## config.mk

```make
export PLATFORM = sky130hd
export DESIGN_NAME = windowAssembler
export DESIGN_NICKNAME = d
export VERILOG_FILES = /design/src/verilog/frameCtrlPkg.sv /design/src/verilog/pixelTypesPkg.sv /design/src/verilog/windowAssembler.sv
export VERILOG_INCLUDE_DIRS = /design/src /design/src/verilog
export SDC_FILE = /design/constraint.sdc
export NUM_CORES = 1
export LEC_CHECK = 0
export BUFFER_PORTS_ARGS = -buffer_cell sky130_fd_sc_hd__clkbuf_2
export CAP_MARGIN = 20
export CORE_ASPECT_RATIO = 0.6
export CORE_MARGIN = 10
export CORE_UTILIZATION = 41
export CTS_CLUSTER_SIZE = 20
export DETAILED_ROUTE_END_ITERATION = 16
export PLACE_DENSITY = 0.66
export SKIP_CTS_REPAIR_TIMING = 1
export SLEW_MARGIN = 15
export SYNTH_ARGS = -nofsm -noshare
export SYNTH_HDL_FRONTEND = slang
export SYNTH_SLANG_ARGS = --single-unit
```

## constraint.sdc

```tcl
create_clock -name clk -period 31.9 [get_ports clk]
set_clock_uncertainty 0.05 [all_clocks]
set_input_delay 1.595 -clock clk [delete_from_list [all_inputs] [get_ports clk]]
set_output_delay 1.595 -clock clk [all_outputs]
set_load 0.005 [all_outputs]
```

## src/verilog/featureWindow_macros.svh

```systemverilog
`ifndef FEATURE_WINDOW_MACROS_SVH
`define FEATURE_WINDOW_MACROS_SVH

// One channel lane is a quantized 8-bit value.
`define LANE_WIDTH 8
`define LANE_NUM 4

// Line memories are this deep, so a padded row never exceeds it.
`define MAX_ROW_LEN 64

`endif

```

## src/verilog/frameCtrlPkg.sv

```systemverilog
`default_nettype none

`include "featureWindow_macros.svh"

package frameCtrlPkg;

    // Row and column positions inside the padded raster.
    typedef logic [$clog2(`MAX_ROW_LEN)-1:0] colIdxT;
    typedef logic [$clog2(`MAX_ROW_LEN)-1:0] rowIdxT;

    typedef struct packed {
        colIdxT                  colNum;    // Unpadded width.
        rowIdxT                  rowNum;    // Unpadded height.
        logic                    padEn;
        logic [`LANE_WIDTH-1:0]  zeroPoint; // Same width as one lane.
    } frameCfgT;

    // Walk of the padding inserter over one padded frame.
    typedef enum logic [2:0] {
        IDLE,
        TOP,
        LEFT,
        BODY,
        RIGHT,
        BOTTOM
    } padStateT;

endpackage

`default_nettype wire

```

## src/verilog/pixelTypesPkg.sv

```systemverilog
`default_nettype none

`include "featureWindow_macros.svh"

package pixelTypesPkg;

    import frameCtrlPkg::*;

    typedef logic [`LANE_WIDTH-1:0] laneT;
    typedef laneT [`LANE_NUM-1:0] pixelT;

    // One beat of the padded raster with its position.
    typedef struct packed {
        pixelT  pixel;
        colIdxT col;
        rowIdxT row;
        logic   lastCol;
        logic   lastRow;
    } padBeatT;

    // Vertical slice of a window, top is the oldest row.
    typedef struct packed {
        pixelT  top;
        pixelT  mid;
        pixelT  bot;
        colIdxT col;
        logic   lastCol;
        logic   lastRow;
    } colTripleT;

    // Row-major 3x3 window, element 0 is the top-left pixel.
    typedef pixelT [8:0] windowT;

endpackage

`default_nettype wire

```

## src/verilog/windowAssembler.sv

```systemverilog
`timescale 1ns/1ps
`default_nettype none

module windowAssembler (
    input  logic                      clk,
    input  logic                      rstN,
    input  pixelTypesPkg::colTripleT  triple,
    input  logic                      tripleValid,
    output logic                      tripleReady,
    output pixelTypesPkg::windowT     mWindow,
    output logic                      mValid,
    input  logic                      mReady,
    output logic                      frameDone
);

    import frameCtrlPkg::*;
    import pixelTypesPkg::*;

    colTripleT leftQ;
    colTripleT centerQ;
    windowT    nextWindow;
    logic      accept;
    logic      loadWindow;
    logic      lastQ;

    assign tripleReady = !mValid || mReady;
    assign accept      = tripleValid && tripleReady;
    assign loadWindow  = accept && (triple.col >= colIdxT'(2));

    // The incoming triple is the right column of the window.
    always_comb begin
        nextWindow[0] = leftQ.top;
        nextWindow[1] = centerQ.top;
        nextWindow[2] = triple.top;
        nextWindow[3] = leftQ.mid;
        nextWindow[4] = centerQ.mid;
        nextWindow[5] = triple.mid;
        nextWindow[6] = leftQ.bot;
        nextWindow[7] = centerQ.bot;
        nextWindow[8] = triple.bot;
    end

    // A new row starts at col 0, so two fresh columns are in place by col 2.
    always_ff @(posedge clk) begin
        if (accept) begin
            leftQ   <= centerQ;
            centerQ <= triple;
        end
    end

    always_ff @(posedge clk or negedge rstN) begin
        if (!rstN) begin
            mValid <= 1'b0;
        end else if (loadWindow) begin
            mValid <= 1'b1;
        end else if (mReady) begin
            mValid <= 1'b0;
        end
    end

    always_ff @(posedge clk) begin
        if (loadWindow) begin
            mWindow <= nextWindow;
            lastQ   <= triple.lastRow && triple.lastCol; // Bottom-right window of the frame.
        end
    end

    assign frameDone = mValid && mReady && lastQ;

    assert property (@(posedge clk) disable iff (!rstN)
        mValid && !mReady |=> mValid && $stable(mWindow))
        else $error("Output window changed while stalled.");

endmodule

`default_nettype wire
```

# After elaboration in Yosys (flattened, before gate mapping)
# Index checks and enable logic that the tools add are counted.
# word_totals
input_bits	108
register_bits	482
elab_cells	73
# op_classes
reduce_logical	8
order_cmp	1
mux	2
# op_table
cell	count
$ge A6 B2 Y1 const B	1
$logic_and A1 B1 Y1	5
$mux W1	2
$reduce_bool A2 Y1	1
$logic_not A1 Y1	1
$logic_or A1 B1 Y1	1

# Depth between registers and ports, before layout
# depth
depth_word	5
depth_mapped	3
ltp_nobuf	3

# Least setup slack after synthesis
# OpenSTA, ideal clock, no wires.
# synth_path
kind	in2reg
startpoint	in mReady
endpoint	reg lastQ (enable)
path_stages	3
required_ps	31144
n_path_buf	0
setup_ps	706
path_slack_ps	17678
arrival_ps	13465
cell_sequence	nand2b_1 -> and2_1 -> o31a_1
# synth_via
elab_chain_cells	3
# synth_lines
item	line_no	text
start: declaration	windowAssembler.sv:12	input logic mReady,
$logic_or A1 B1 Y1	windowAssembler.sv:26	assign tripleReady = !mValid || mReady;
$logic_and A1 B1 Y1	windowAssembler.sv:27	assign accept = tripleValid && tripleReady;
named net accept	windowAssembler.sv:22	logic accept;
$logic_and A1 B1 Y1	windowAssembler.sv:28	assign loadWindow = accept && (triple.col >= colIdxT'(2));
named net loadWindow	windowAssembler.sv:23	logic loadWindow;
end signal: assignment	windowAssembler.sv:64	lastQ <= triple.lastRow && triple.lastCol;
end: declaration	windowAssembler.sv:24	logic lastQ;
# The timed path passes the listed nets, and every way through them passes these cells.
# A chain may end at the register's enable or synchronous reset.

# Final worst setup path
# layout_path
startpoint	in mReady
endpoint	reg mWindow[186] (netlist name) (enable)
# layout_via
elab_chain_cells	3
# layout_lines
item	line_no	text
$logic_or A1 B1 Y1	windowAssembler.sv:26	
$logic_and A1 B1 Y1	windowAssembler.sv:27	
named net accept	windowAssembler.sv:22	
$logic_and A1 B1 Y1	windowAssembler.sv:28	
named net loadWindow	windowAssembler.sv:23	
end signal: assignment	windowAssembler.sv:63	mWindow <= nextWindow;
end: declaration	windowAssembler.sv:10	output pixelTypesPkg::windowT mWindow,
# The timed path passes the listed nets, and every way through them passes these cells.

==> impl_results.md <==
* Highest clock rate at 221.4 MHz
* CTS buffer count at 42
* First-pass GRT wire length at 43.32 mm
* Detail Route Antenna Nets at 0
* Max Slew Vio Count at 0
* Count of final setup violators at 0
* I/O Buffers at 397
* Vias per cell at around 4.5
* Post-place setup slack at 26.76 ns
* FF-to-FF path depth at 5
* CP peak stage delay at 0.72 ns
* Net Sw Power at 0.2611 mW
* Syn_area_per_cell at 29.65 µm²
* Final Util at 0.5292
* Max rail drop VDD at 0.04893 mV
* Top cells by area, synth: edfxtp_1 (99%), dfrtp_1 (0.17%), and2_1 (0.086%)
* Required @ worst endpoint at 32.01 ns
* Leak at between 6 and 7 nW
* Area leader, netlist: edfxtp_1
* DRC viols at 0
* Root Buffer: clkbuf_16
* PnR worst setup slack at around 27 ns
* Nets at 1044
* Die X at between 200 and 300 µm
* Period utilization at 0.1416
* Initial Util at 0.4150
* Total Negative Setup Slacks at 0 ns
* Row cnt at 53
* Gr ovfl total at 0
* DP HPWL at 20.26 mm
* Relative slew slack at 0.3475
* Seq cells post-synth at between 400 and 500
* Gpl congestion at 0.7542
* Total die area at 0.04362 mm²
* Reg clk slew, reported paths at 0.06 ns
* Vias in the first global route at around 6800
* Detailed-route wire length per cell at 20.38 µm
* Final Hold Fails at 0
* Worst-margin pin slew at 0.9788 ns
* Ports at 399
* Synthesized area at 0.01453 mm²
* Min-delay worst type: reg2reg
* Most frequent CP cell: buf_4
* Synth Instances at around 500
* Pre-antenna DRT Iters at 4
* Share of layout cells above drive strength 1 at 0.4855
* # fillers at 2742
* Setup CP Type: in2reg
* Status: finished clean
* Sink Count at 482
* Synth cell types at 9
* Minimum hold slack at approximately 0.37 ns
* DR top layer: met5
* Slowest-stage cell, CP: and2_4
* Met2 WL at 14.36 mm
* Synthesis Warnings at 0
* Power Internal at 1.049 mW
* Worst Setup SP: mReady
* Yosys top cell area share at 0.9941
* Die Span Y at 165.8 µm
* Area Overhead vs Synth at 27.51%
* PwrDens at a little over 70 mW/mm²
* Worst reg2reg path endpoint: mWindow[186]$_DFFE_PP_
* Sw Share at 0.1993
* Initial antenna violation count at 2
* Syn Nets at 598
* H-tree depth at 2
* Combinational power share at 0.041
* Initial drt markers at between 400 and 500
* Clock share of power at 0.384
* Sequential cell area fraction in the yosys report at 0.9958
* Final min period at roughly 4.5 ns
* CTS max path bufs at 3
* Core area at 0.03501 mm²
* Via Count at 6418
* Cell total after placement at around 1400
* Worst EP arrival at 4.62 ns
* Detailed Route WL at 29.26 mm
* Flop pwr share at 0.574
* Worst setup path endpoint: mWindow[186]$_DFFE_PP_
* WL met3 at just over 3 mm
* M1 WL at 10.94 mm
* Max Cap Viol at 0
* CP endpoint kind: flip-flop
* RSZ-0062 raised after global routing: false
* Largest net degree at the start of global routing at 164
* Worst-path maximum fanout at 63
* R2r setup slk at 28.15 ns
* Clock Latency Late Sink at 0.52 ns
* Tot GR Track Use at 0.1285
* Worst r2r src: mValid$_DFFE_PN0P_
* Crit start category: primary input
* Crit path cell chain: clkbuf_2 > nand2b_1 > and2_4 > o31a_2 > buf_4 > buf_4
* Non-filler instance count after layout at 1436
* CTS tree: done
## power by group through the flow
| stage | sequential, mW | combinational [mW] | clock [mW] |
|---|---|---|---|
| after floorplan | 0.776 | 0.0121 | 0 |
| after global placement | 0.764 | 0.0557 | 0 |
| after detailed placement | 0.767 | 0.0560 | 0 |
| after CTS | 0.753 | 0.0564 | 0.518 |
| after global routing | 0.756 | 0.0594 | 0.542 |
| final | 0.752 | 0.0539 | 0.504 |
## logic make-up (layout without fill, tap and decap cells)
logic type      Yosys count  after routing  share of synthesized area
other cells               0              1                          0
simple gates              6              6                   0.002756
buf+inv                   0            478                          0
compound gates            2              2                   0.001464
flops                   482            482                     0.9958
## cells in the mapped netlist, drive strengths merged
master	number
edfxtp	481
and2	2
and3	1
dfrtp	1
nand2	1
nand2b	1
o31a	1
o31ai	1
or3	1
## state kept, by name (all words and copies together) (netlist names)
register,flops
mWindow,288
centerQ,96
leftQ,96
lastQ,1
mValid,1
## layout by cell type (no fill, tap or decap), drive strengths merged, types with 2 or more instances in the layout
cell / Yosys / routed
clkinvlp: 0 / 2
inv: 0 / 3
and2: 2 / 2
clkbuf: 0 / 444
clkinv: 0 / 19
bufinv: 0 / 5
buf: 0 / 5
edfxtp: 481 / 481
## critical path, delay by kind of cell
family                 cells  cell delay (ns)
AOI/OAI and AO/OA          1             0.63
buffers and inverters      3             1.41
and+or+nand+nor            2             0.86
## metrics by stage
step | cell area, µm² | power (mW)
floorplan | 14530 | 0.7877
global placement | 17160 | 0.8198
detailed placement | 17160 | 0.8225
CTS | 18530 | 1.327
global route | 18530 | 1.358
finish | 18530 | 1.310
## layer usage
metal	vias to the layer above	GRT usage
met5	-	0
met4	2	0.04607
met3	55	0.06327
met2	258	0.2131
met1	3190	0.1416
li1	2913	-
## layout make-up
| type | count | area, µm² | area share |
|---|---|---|---|
| Sequential cell | 482 | 14470 | 0.7809 |
| Timing Repair Buffer | 402 | 2037 | 0.1099 |
| Clock buffer | 47 | 1091 | 0.05889 |
| Tap cell | 467 | 584.3 | 0.03154 |
| Clock inverter | 29 | 279.0 | 0.01506 |
| Multi-Input combinational cell | 8 | 65.06 | 0.003512 |
| Antenna cell | 1 | 2.502 | 0.0001351 |
## worst min-delay path by stage
| stage | from | end | slack, ns | cells after the start |
|---|---|---|---|---|
| finish | leftQ[39]$_DFFE_PP_ | mWindow[223]$_DFFE_PP_ | 0.37 | 0 |
| global route | leftQ[27]$_DFFE_PP_ | mWindow[211]$_DFFE_PP_ | 0.37 | 0 |
| CTS | leftQ[27]$_DFFE_PP_ | mWindow[211]$_DFFE_PP_ | 0.37 | 0 |
| detailed placement | leftQ[50]$_DFFE_PP_ | mWindow[106]$_DFFE_PP_ | 0.35 | 0 |
| global placement | leftQ[30]$_DFFE_PP_ | mWindow[214]$_DFFE_PP_ | 0.35 | 0 |
| floorplan | leftQ[72]$_DFFE_PP_ | mWindow[0]$_DFFE_PP_ | 0.35 | 0 |
Power figures use the tool's default switching activity.
