## config.mk

```make
export PLATFORM = sky130hd
export DESIGN_NAME = paddingInserter
export DESIGN_NICKNAME = d
export VERILOG_FILES = /design/src/verilog/frameCtrlPkg.sv /design/src/verilog/pixelTypesPkg.sv /design/src/verilog/paddingInserter.sv
export VERILOG_INCLUDE_DIRS = /design/src /design/src/verilog
export SDC_FILE = /design/constraint.sdc
export NUM_CORES = 1
export LEC_CHECK = 0
export ABC_AREA = 1
export BUFFER_PORTS_ARGS = -buffer_cell sky130_fd_sc_hd__buf_2
export CORE_UTILIZATION = 59
export CTS_BUF_LIST = sky130_fd_sc_hd__clkbuf_8 sky130_fd_sc_hd__clkbuf_16
export CTS_CLUSTER_DIAMETER = 50
export CTS_CLUSTER_SIZE = 8
export DETAILED_ROUTE_END_ITERATION = 10
export PLACE_DENSITY_LB_ADDON = 0.3
export SETUP_SLACK_MARGIN = 0.05
export SLEW_MARGIN = 5
export SYNTH_ARGS = -nofsm -noshare
export SYNTH_HDL_FRONTEND = slang
export SYNTH_SLANG_ARGS = --single-unit
```

## constraint.sdc

```tcl
create_clock -name clk -period 6.7 [get_ports clk]
set_input_delay 0.335 -clock clk [delete_from_list [all_inputs] [get_ports clk]]
set_output_delay 0.335 -clock clk [all_outputs]
set_load 0.02 [all_outputs]
```

## src/verilog/featureWindow_macros.svh

```systemverilog
`ifndef FEATURE_WINDOW_MACROS_SVH
`define FEATURE_WINDOW_MACROS_SVH

// One channel lane is a quantized 8-bit value.
`define LANE_WIDTH 8
`define LANE_NUM 4

// Line memories are this deep, so a padded row never exceeds it.
`define MAX_ROW_LEN 64

`endif

```

## src/verilog/frameCtrlPkg.sv

```systemverilog
`default_nettype none

`include "featureWindow_macros.svh"

package frameCtrlPkg;

    // Row and column positions inside the padded raster.
    typedef logic [$clog2(`MAX_ROW_LEN)-1:0] colIdxT;
    typedef logic [$clog2(`MAX_ROW_LEN)-1:0] rowIdxT;

    typedef struct packed {
        colIdxT                  colNum;    // Unpadded width.
        rowIdxT                  rowNum;    // Unpadded height.
        logic                    padEn;
        logic [`LANE_WIDTH-1:0]  zeroPoint; // Same width as one lane.
    } frameCfgT;

    // Walk of the padding inserter over one padded frame.
    typedef enum logic [2:0] {
        IDLE,
        TOP,
        LEFT,
        BODY,
        RIGHT,
        BOTTOM
    } padStateT;

endpackage

`default_nettype wire

```

## src/verilog/pixelTypesPkg.sv

```systemverilog
`default_nettype none

`include "featureWindow_macros.svh"

package pixelTypesPkg;

    import frameCtrlPkg::*;

    typedef logic [`LANE_WIDTH-1:0] laneT;
    typedef laneT [`LANE_NUM-1:0] pixelT;

    // One beat of the padded raster with its position.
    typedef struct packed {
        pixelT  pixel;
        colIdxT col;
        rowIdxT row;
        logic   lastCol;
        logic   lastRow;
    } padBeatT;

    // Vertical slice of a window, top is the oldest row.
    typedef struct packed {
        pixelT  top;
        pixelT  mid;
        pixelT  bot;
        colIdxT col;
        logic   lastCol;
        logic   lastRow;
    } colTripleT;

    // Row-major 3x3 window, element 0 is the top-left pixel.
    typedef pixelT [8:0] windowT;

endpackage

`default_nettype wire

```

## src/verilog/paddingInserter.sv

```systemverilog
`timescale 1ns/1ps
`default_nettype none

`include "featureWindow_macros.svh"

module paddingInserter (
    input  logic                    clk,
    input  logic                    rstN,
    input  logic                    start,
    input  frameCtrlPkg::frameCfgT  cfg,
    input  pixelTypesPkg::pixelT    sPixel,
    input  logic                    sValid,
    output logic                    sReady,
    output pixelTypesPkg::padBeatT  padBeat,
    output logic                    padValid,
    input  logic                    padReady
);

    import frameCtrlPkg::*;
    import pixelTypesPkg::*;

    padStateT state;
    padStateT nextState;
    frameCfgT cfgQ;
    frameCfgT curCfg;
    colIdxT   col;
    rowIdxT   row;
    colIdxT   lastColIdx;
    rowIdxT   lastRowIdx;
    logic     atLastCol;
    logic     atLastRow;
    logic     loadOk;
    logic     startEmit;
    logic     borderStep;
    logic     bodyStep;
    logic     emit;
    pixelT    zeroPixel;

    // While idle the live configuration decides the first beat.
    assign curCfg = (state == IDLE) ? cfg : cfgQ;

    assign lastColIdx = curCfg.padEn ? curCfg.colNum + colIdxT'(1) : curCfg.colNum - colIdxT'(1);
    assign lastRowIdx = curCfg.padEn ? curCfg.rowNum + rowIdxT'(1) : curCfg.rowNum - rowIdxT'(1);
    assign atLastCol  = (col == lastColIdx);
    assign atLastRow  = (row == lastRowIdx);
    assign zeroPixel  = {`LANE_NUM{curCfg.zeroPoint}};

    assign loadOk     = !padValid || padReady; // Output register free or draining.
    assign sReady     = (state == BODY) && loadOk;
    assign bodyStep   = sValid && sReady;
    assign borderStep = loadOk && (state inside {TOP, LEFT, RIGHT, BOTTOM});
    assign startEmit  = (state == IDLE) && start && cfg.padEn && loadOk;
    assign emit       = startEmit || borderStep || bodyStep;

    always_comb begin
        nextState = state;
        case (state)
            TOP: begin
                if (atLastCol) begin
                    nextState = LEFT;
                end
            end
            LEFT: nextState = BODY;
            BODY: begin
                if (curCfg.padEn) begin
                    if (col == lastColIdx - colIdxT'(1)) begin
                        nextState = RIGHT;
                    end
                end else if (atLastCol && atLastRow) begin
                    nextState = IDLE;
                end
            end
            RIGHT: begin
                // The row after this one is the bottom border.
                if (row == lastRowIdx - rowIdxT'(1)) begin
                    nextState = BOTTOM;
                end else begin
                    nextState = LEFT;
                end
            end
            BOTTOM: begin
                if (atLastCol) begin
                    nextState = IDLE;
                end
            end
            default: nextState = state;
        endcase
    end

    always_ff @(posedge clk or negedge rstN) begin
        if (!rstN) begin
            state <= IDLE;
            col   <= '0;
            row   <= '0;
        end else if (state == IDLE) begin
            if (start) begin
                state <= cfg.padEn ? TOP : BODY;
                col   <= startEmit ? colIdxT'(1) : '0; // Pixel (0,0) may leave right away.
            end
        end else if (borderStep || bodyStep) begin
            state <= nextState;
            col   <= atLastCol ? '0 : col + colIdxT'(1);
            if (nextState == IDLE) begin
                row <= '0;
            end else if (atLastCol) begin
                row <= row + rowIdxT'(1);
            end
        end
    end

    always_ff @(posedge clk) begin
        if (state == IDLE && start) begin
            cfgQ <= cfg;
        end
    end

    always_ff @(posedge clk or negedge rstN) begin
        if (!rstN) begin
            padValid <= 1'b0;
        end else if (emit) begin
            padValid <= 1'b1;
        end else if (padReady) begin
            padValid <= 1'b0;
        end
    end

    always_ff @(posedge clk) begin
        if (emit) begin
            padBeat.pixel   <= bodyStep ? sPixel : zeroPixel;
            padBeat.col     <= col;
            padBeat.row     <= row;
            padBeat.lastCol <= atLastCol;
            padBeat.lastRow <= atLastRow;
        end
    end

    // Input is only taken at an image position, never on the border.
    assert property (@(posedge clk) disable iff (!rstN)
        sReady |-> (col <= lastColIdx) && (row <= lastRowIdx) &&
                   (!cfgQ.padEn || (col != '0 && col != lastColIdx &&
                                    row != '0 && row != lastRowIdx)))
        else $error("sReady raised outside the body of the padded frame.");

    assert property (@(posedge clk) disable iff (!rstN)
        padValid && !padReady |=> padValid && $stable(padBeat))
        else $error("Padded beat changed while stalled.");

endmodule

`default_nettype wire

```

# Yosys cells after proc, flatten, opt, wreduce, memory -nomap -nowiden
# Cells that the tools add are included.
[word_totals] register_bits=83 input_bits=58 output_inout_bits=48 word_cells=79
[classes] add_sub_neg=8 eq_ne=10 mux=24 bitwise_logic=1 reduce_logical=20
[ops] cell="$mux W6" n=8
[ops] cell="$mux W32" n=1
[ops] cell="$mux W3" n=9
[ops] cell="$add A6 B1 Y6 const B" n=4
[ops] cell="$eq A6 B6 Y1" n=4
[ops] cell="$sub A6 B1 Y6 const B" n=4
[ops] cell="$mux W21" n=1
[ops] cell="$pmux W3 S5" n=1
[ops] cell="$logic_and A1 B1 Y1" n=7
[ops] cell="$eq A3 B2 Y1 const B" n=2
[ops] cell="$eq A3 B3 Y1 const B" n=2
[ops] cell="$logic_not A3 Y1" n=2
[ops] cell="$reduce_bool A2 Y1" n=3
[ops] cell="$logic_or A1 B1 Y1" n=4
[ops] cell="$reduce_bool A4 Y1" n=1
[ops] cell="$eq A3 B1 Y1 const B" n=1
[ops] cell="$mux W1" n=3
[ops] cell="$reduce_and A3 Y1" n=1
[ops] cell="$mux W2" n=1
[ops] cell="$ne A2 B2 Y1 const B" n=1
[ops] cell="$reduce_and A2 Y1" n=1
[ops] cell="$logic_not A1 Y1" n=1
[ops] cell="$not A1 Y1" n=1

# Depth between registers and ports, before layout
[depth] depth_word=12 ltp_mapped=29 depth_no_buf=27

# Worst setup path after synthesis
# OpenSTA, ideal clock, no wires.
[synth_timing] path_kind="reg-to-reg" start="register state[2]" end="register padBeat[0] (netlist bit) (enable)" setup_ns=0.404 t_arrival_ns=2.638 required_ns=6.296 slack_ns=3.658 path_stages_with_launch=8 n_path_buf=0 period_less_slack_ns=3.042 cell_sequence="dfrtp_1 > nor2_4 > nand2_4 > inv_1 > nand2_1 > inv_1 > nand3_1 > nand2_1"
[synth_via] elab_chain_cells=6 word_cells_on_any_way=15 cone_classes="eq/ne: 5; reduce/logical: 10"
[synth_lines] item="start, declared" line="paddingInserter.sv:22" source="padStateT state;"
[synth_lines] item="start signal, assigned" line="paddingInserter.sv:97" source="state <= cfg.padEn ? TOP : BODY;"
[synth_lines] item="start signal, assigned" line="paddingInserter.sv:101" source="state <= nextState;"
[synth_lines] item="branches (longest 5 deep; another with $reduce_bool A4 Y1)"
[synth_lines] item="$logic_or A1 B1 Y1 *" line="paddingInserter.sv:53" source="assign emit = startEmit || borderStep || bodyStep;"
[synth_lines] item="net emit" line="paddingInserter.sv:36" source="logic emit;"
[synth_lines] item="end, declared" line="paddingInserter.sv:14" source="output pixelTypesPkg::padBeatT padBeat,"
# Mark *: on every way through the listed nets, which the timed path passes.
# A chain may end at the register's enable or synchronous reset.

# Final worst setup path
[layout_timing] start="register state[2]" end="register padBeat[17] (netlist bit) (enable)"
# Same word-level chain as after synthesis.

==> metrics <==
Mapped Cells 595; Synth area leader edfxtp_1; setup violators final 0; VDD IR-drop max 0.335 mV; Yosys top cell area share 41.9%; post-synthesis compound-gate area fraction 2.71%; Finished Layout Cells 806; Seq/Total Area, Yosys 50.2%; die span in x 92.2 µm; via count 4338; Leakage 2.88 nW; placeable core area 7810 µm²; R2R cell count 7; Max-Cap Viols 0; count leader, synth nand2_1; slew margin rel. 28.3%; P_int 0.00156 W; first-pass GRT wire length 18300 µm; worst hold path class input port to flip-flop; Clock Latency Late Sink 0.37 ns; Clock power frac 15.1%; clk buf depth 2; Mapped Nets 659; Routed Antenna Nets 0; unrepaired setup endpoints after global routing no; die area 8500 µm²; Top FF cell, synth edfxtp_1; Simple-Gate Fraction of Synth Area 36.3%; largest family of logic cells by synthesized area simple AND/OR/NAND/NOR gates; 1st-iter DRT viols 231; Net Sw Power 0.00139 W; mapped cell area 4800 µm²; Synth Area in XOR/XNOR 1.82%; clock root buffer master clkbuf_8; worst reg2reg path startpoint state[2]$_DFFE_PN0P_; Least-Margin Pin Slew 1.07 ns; cts bufs inserted 9; Post-synth EDFFs 67; Post-DP HPWL 8210 µm; multiplexer share of the synthesized area 0%; Hold Path Stages 1; Comb pwr share 53.0%; Clock Sinks 83; critical path fanouts, max 46; Fin Clk Skew 0.0146 ns; sum of negative setup slack 0 ns; row count 32; initial antenna violation count 0; share of cells above drive strength 1 23.3%; Post-synth ARST share 19.3%; H-tree levels 3; port buffer count 105; list of most frequent post-synthesis cells nand2_1, nand3_1, inv_1, edfxtp_1, nor2_1; Sw Share 47.0%; Req. time, crit path 6.68 ns; Hold Fails Final Rpt 0; Residual DRC 0; Reg power frac 31.8%; Die Y 92.2 µm; Worst setup SP type flip-flop; critical path arrival 3.86 ns; dpl cells 789; Area contributors post-synth edfxtp_1, nand2_1, nand3_1, dfrtp_1, inv_1; Synth cell types 33; CP startpoint state[2]$_DFFE_PN0P_; achievable clock frequency 0.258 GHz; # Post-CTS Setup Buffers 0; First-pass DRT Iterations 5; largest net degree at the start of global routing 47; clock-pin slew on the worst setup and hold paths 0.10 ns; Post-Syn Area per Cell 8.07 µm²; CTS tree done; final net count 763; post-layout min period 3.88 ns; vias in the first global route 4026; # IOs 106; Remaining Overflow, GRT 0; Synth Area in Adders 1.56%; Final Slew Violations 0; vias per cell 5.38; GPL Wtd Cong 0.931; period utilisation layout 57.9%; Total Wirelength 11400 µm; CP Capture Type flip-flop; min-delay src cfg[11]; Starting Density 61.5%; PD cells 522 nW/µm²; Synth warnings 0; drt wl/cell 14.2 µm; outcome complete, no violations; flop-to-flop setup slack 2.82 ns; GR Util All Layers 28.0%; Area growth, synth to finish 17.7%; antenna cell count 0; Fillers 591; Setup CP Type flip-flop to flip-flop; Seq cells post-synth 83
-- state kept, by name, summed over array words and instances, names as in the netlist --
signal and cells:
state 3, padValid 1, row 6, col 6, padBeat 46, cfgQ 21
-- timing repair --
action | 4_1_cts | 5_1_grt
hold endpoints to repair | 16 | 0
gates resized for setup | 0 | 0
hold buffers | 1 | 0
-- placed cells by master, fill, tap and decap left out --
master and instances:
nand2_2 15, xnor2_1 2, buf_2 105, dlygate4sd3_1 1, a21oi_1 5, nand4_1 3
bufinv_16 3, clkinvlp_4 1, nand2_4 3, inv_2 5, nor3_1 4, or2_2 1
nand2_1 216, ha_1 6, inv_1 69, clkbuf_8 9, and3_1 1, nor2_1 26
nor2_4 4, nor2_2 8, edfxtp_1 67, a32o_1 1, nand3_2 4, xor2_1 8
o22ai_1 5, clkinv_4 1, nand4_2 1, buf_4 1, or2_1 1, inv_6 2
dfrtp_1 16, a21oi_2 1, o21ai_1 1, o21ai_0 10, nand3b_1 7, nand3_1 91
-- power by group through the flow --
| stage | Combinational (W) | Clock, W | Sequential [W] |
|---|---|---|---|
| 2_1_floorplan | 0.000980 | 0 | 0.00114 |
| 3_3_place_gp | 0.00150 | 0 | 0.000941 |
| 3_5_place_dp | 0.00155 | 0 | 0.000949 |
| 4_1_cts | 0.00156 | 0.000446 | 0.000940 |
| 5_1_grt | 0.00175 | 0.000464 | 0.000960 |
| 6_report | 0.00156 | 0.000446 | 0.000939 |
-- logic make-up (layout without fill, tap and decap cells) --
group / Yosys count / count (layout)
xor+xnor: 10 / 10
flops: 83 / 83
simple gates: 385 / 385
fa+ha+maj: 6 / 6
compound gates: 23 / 23
buf+inv: 88 / 197
-- stage by stage --
stage	hold WS [ns]	setup WS, ns	total power, W	utilization [%]	area [µm²]
final	0.166	2.82	0.00295	72.4	5650
after global routing	0.159	2.45	0.00318	72.4	5650
after CTS	0.165	2.78	0.00295	72.4	5650
after detailed placement	0.275	2.84	0.00250	69.1	5390
after global placement	0.269	3.01	0.00244	69.1	5390
after floorplan	0.0394	3.66	0.00211	-	4800
-- final cells by class --
cell class	instances	area, µm²	area share, %
multi-input combinational	424	2040	36.1
sequential	83	2410	42.7
timing repair buffer	107	543	9.61
tap	102	128	2.26
clock buffer	9	124	2.19
clock inverter	7	124	2.19
inverter	74	278	4.92
-- worst paths after layout --
| check | to |
|---|---|
| max | padBeat[17]$_DFFE_PP_ |
| min | cfgQ[11]$_DFFE_PP_ |
| max reg2reg | padBeat[17]$_DFFE_PP_ |
| min reg2reg | padBeat[5]$_DFFE_PP_ |
| max in group asynchronous | col[4]$_DFFE_PN0P_ |
| min in group asynchronous | row[5]$_DFFE_PN0P_ |
-- worst max-delay path: stages, from the launching register on --
cell and delay [ns]:
dfrtp_1 0.47, nor2_4 0.35, nand2_4 0.27, inv_1 0.42, nand2_1 0.13, inv_1 0.68, nand3_1 0.27, nand2_2 0.85
-- per-layer routing --
metal / GRT usage [%] / vias to the layer above / part of all wire, %
met5: 0 / - / 0
li1: - / 2151 / -
met2: 47.0 / 204 / 48
met4: 12.1 / 0 / 2.7
met1: 35.1 / 1955 / 42
met3: 5.72 / 28 / 7.2
Power figures use the tool's default switching activity.
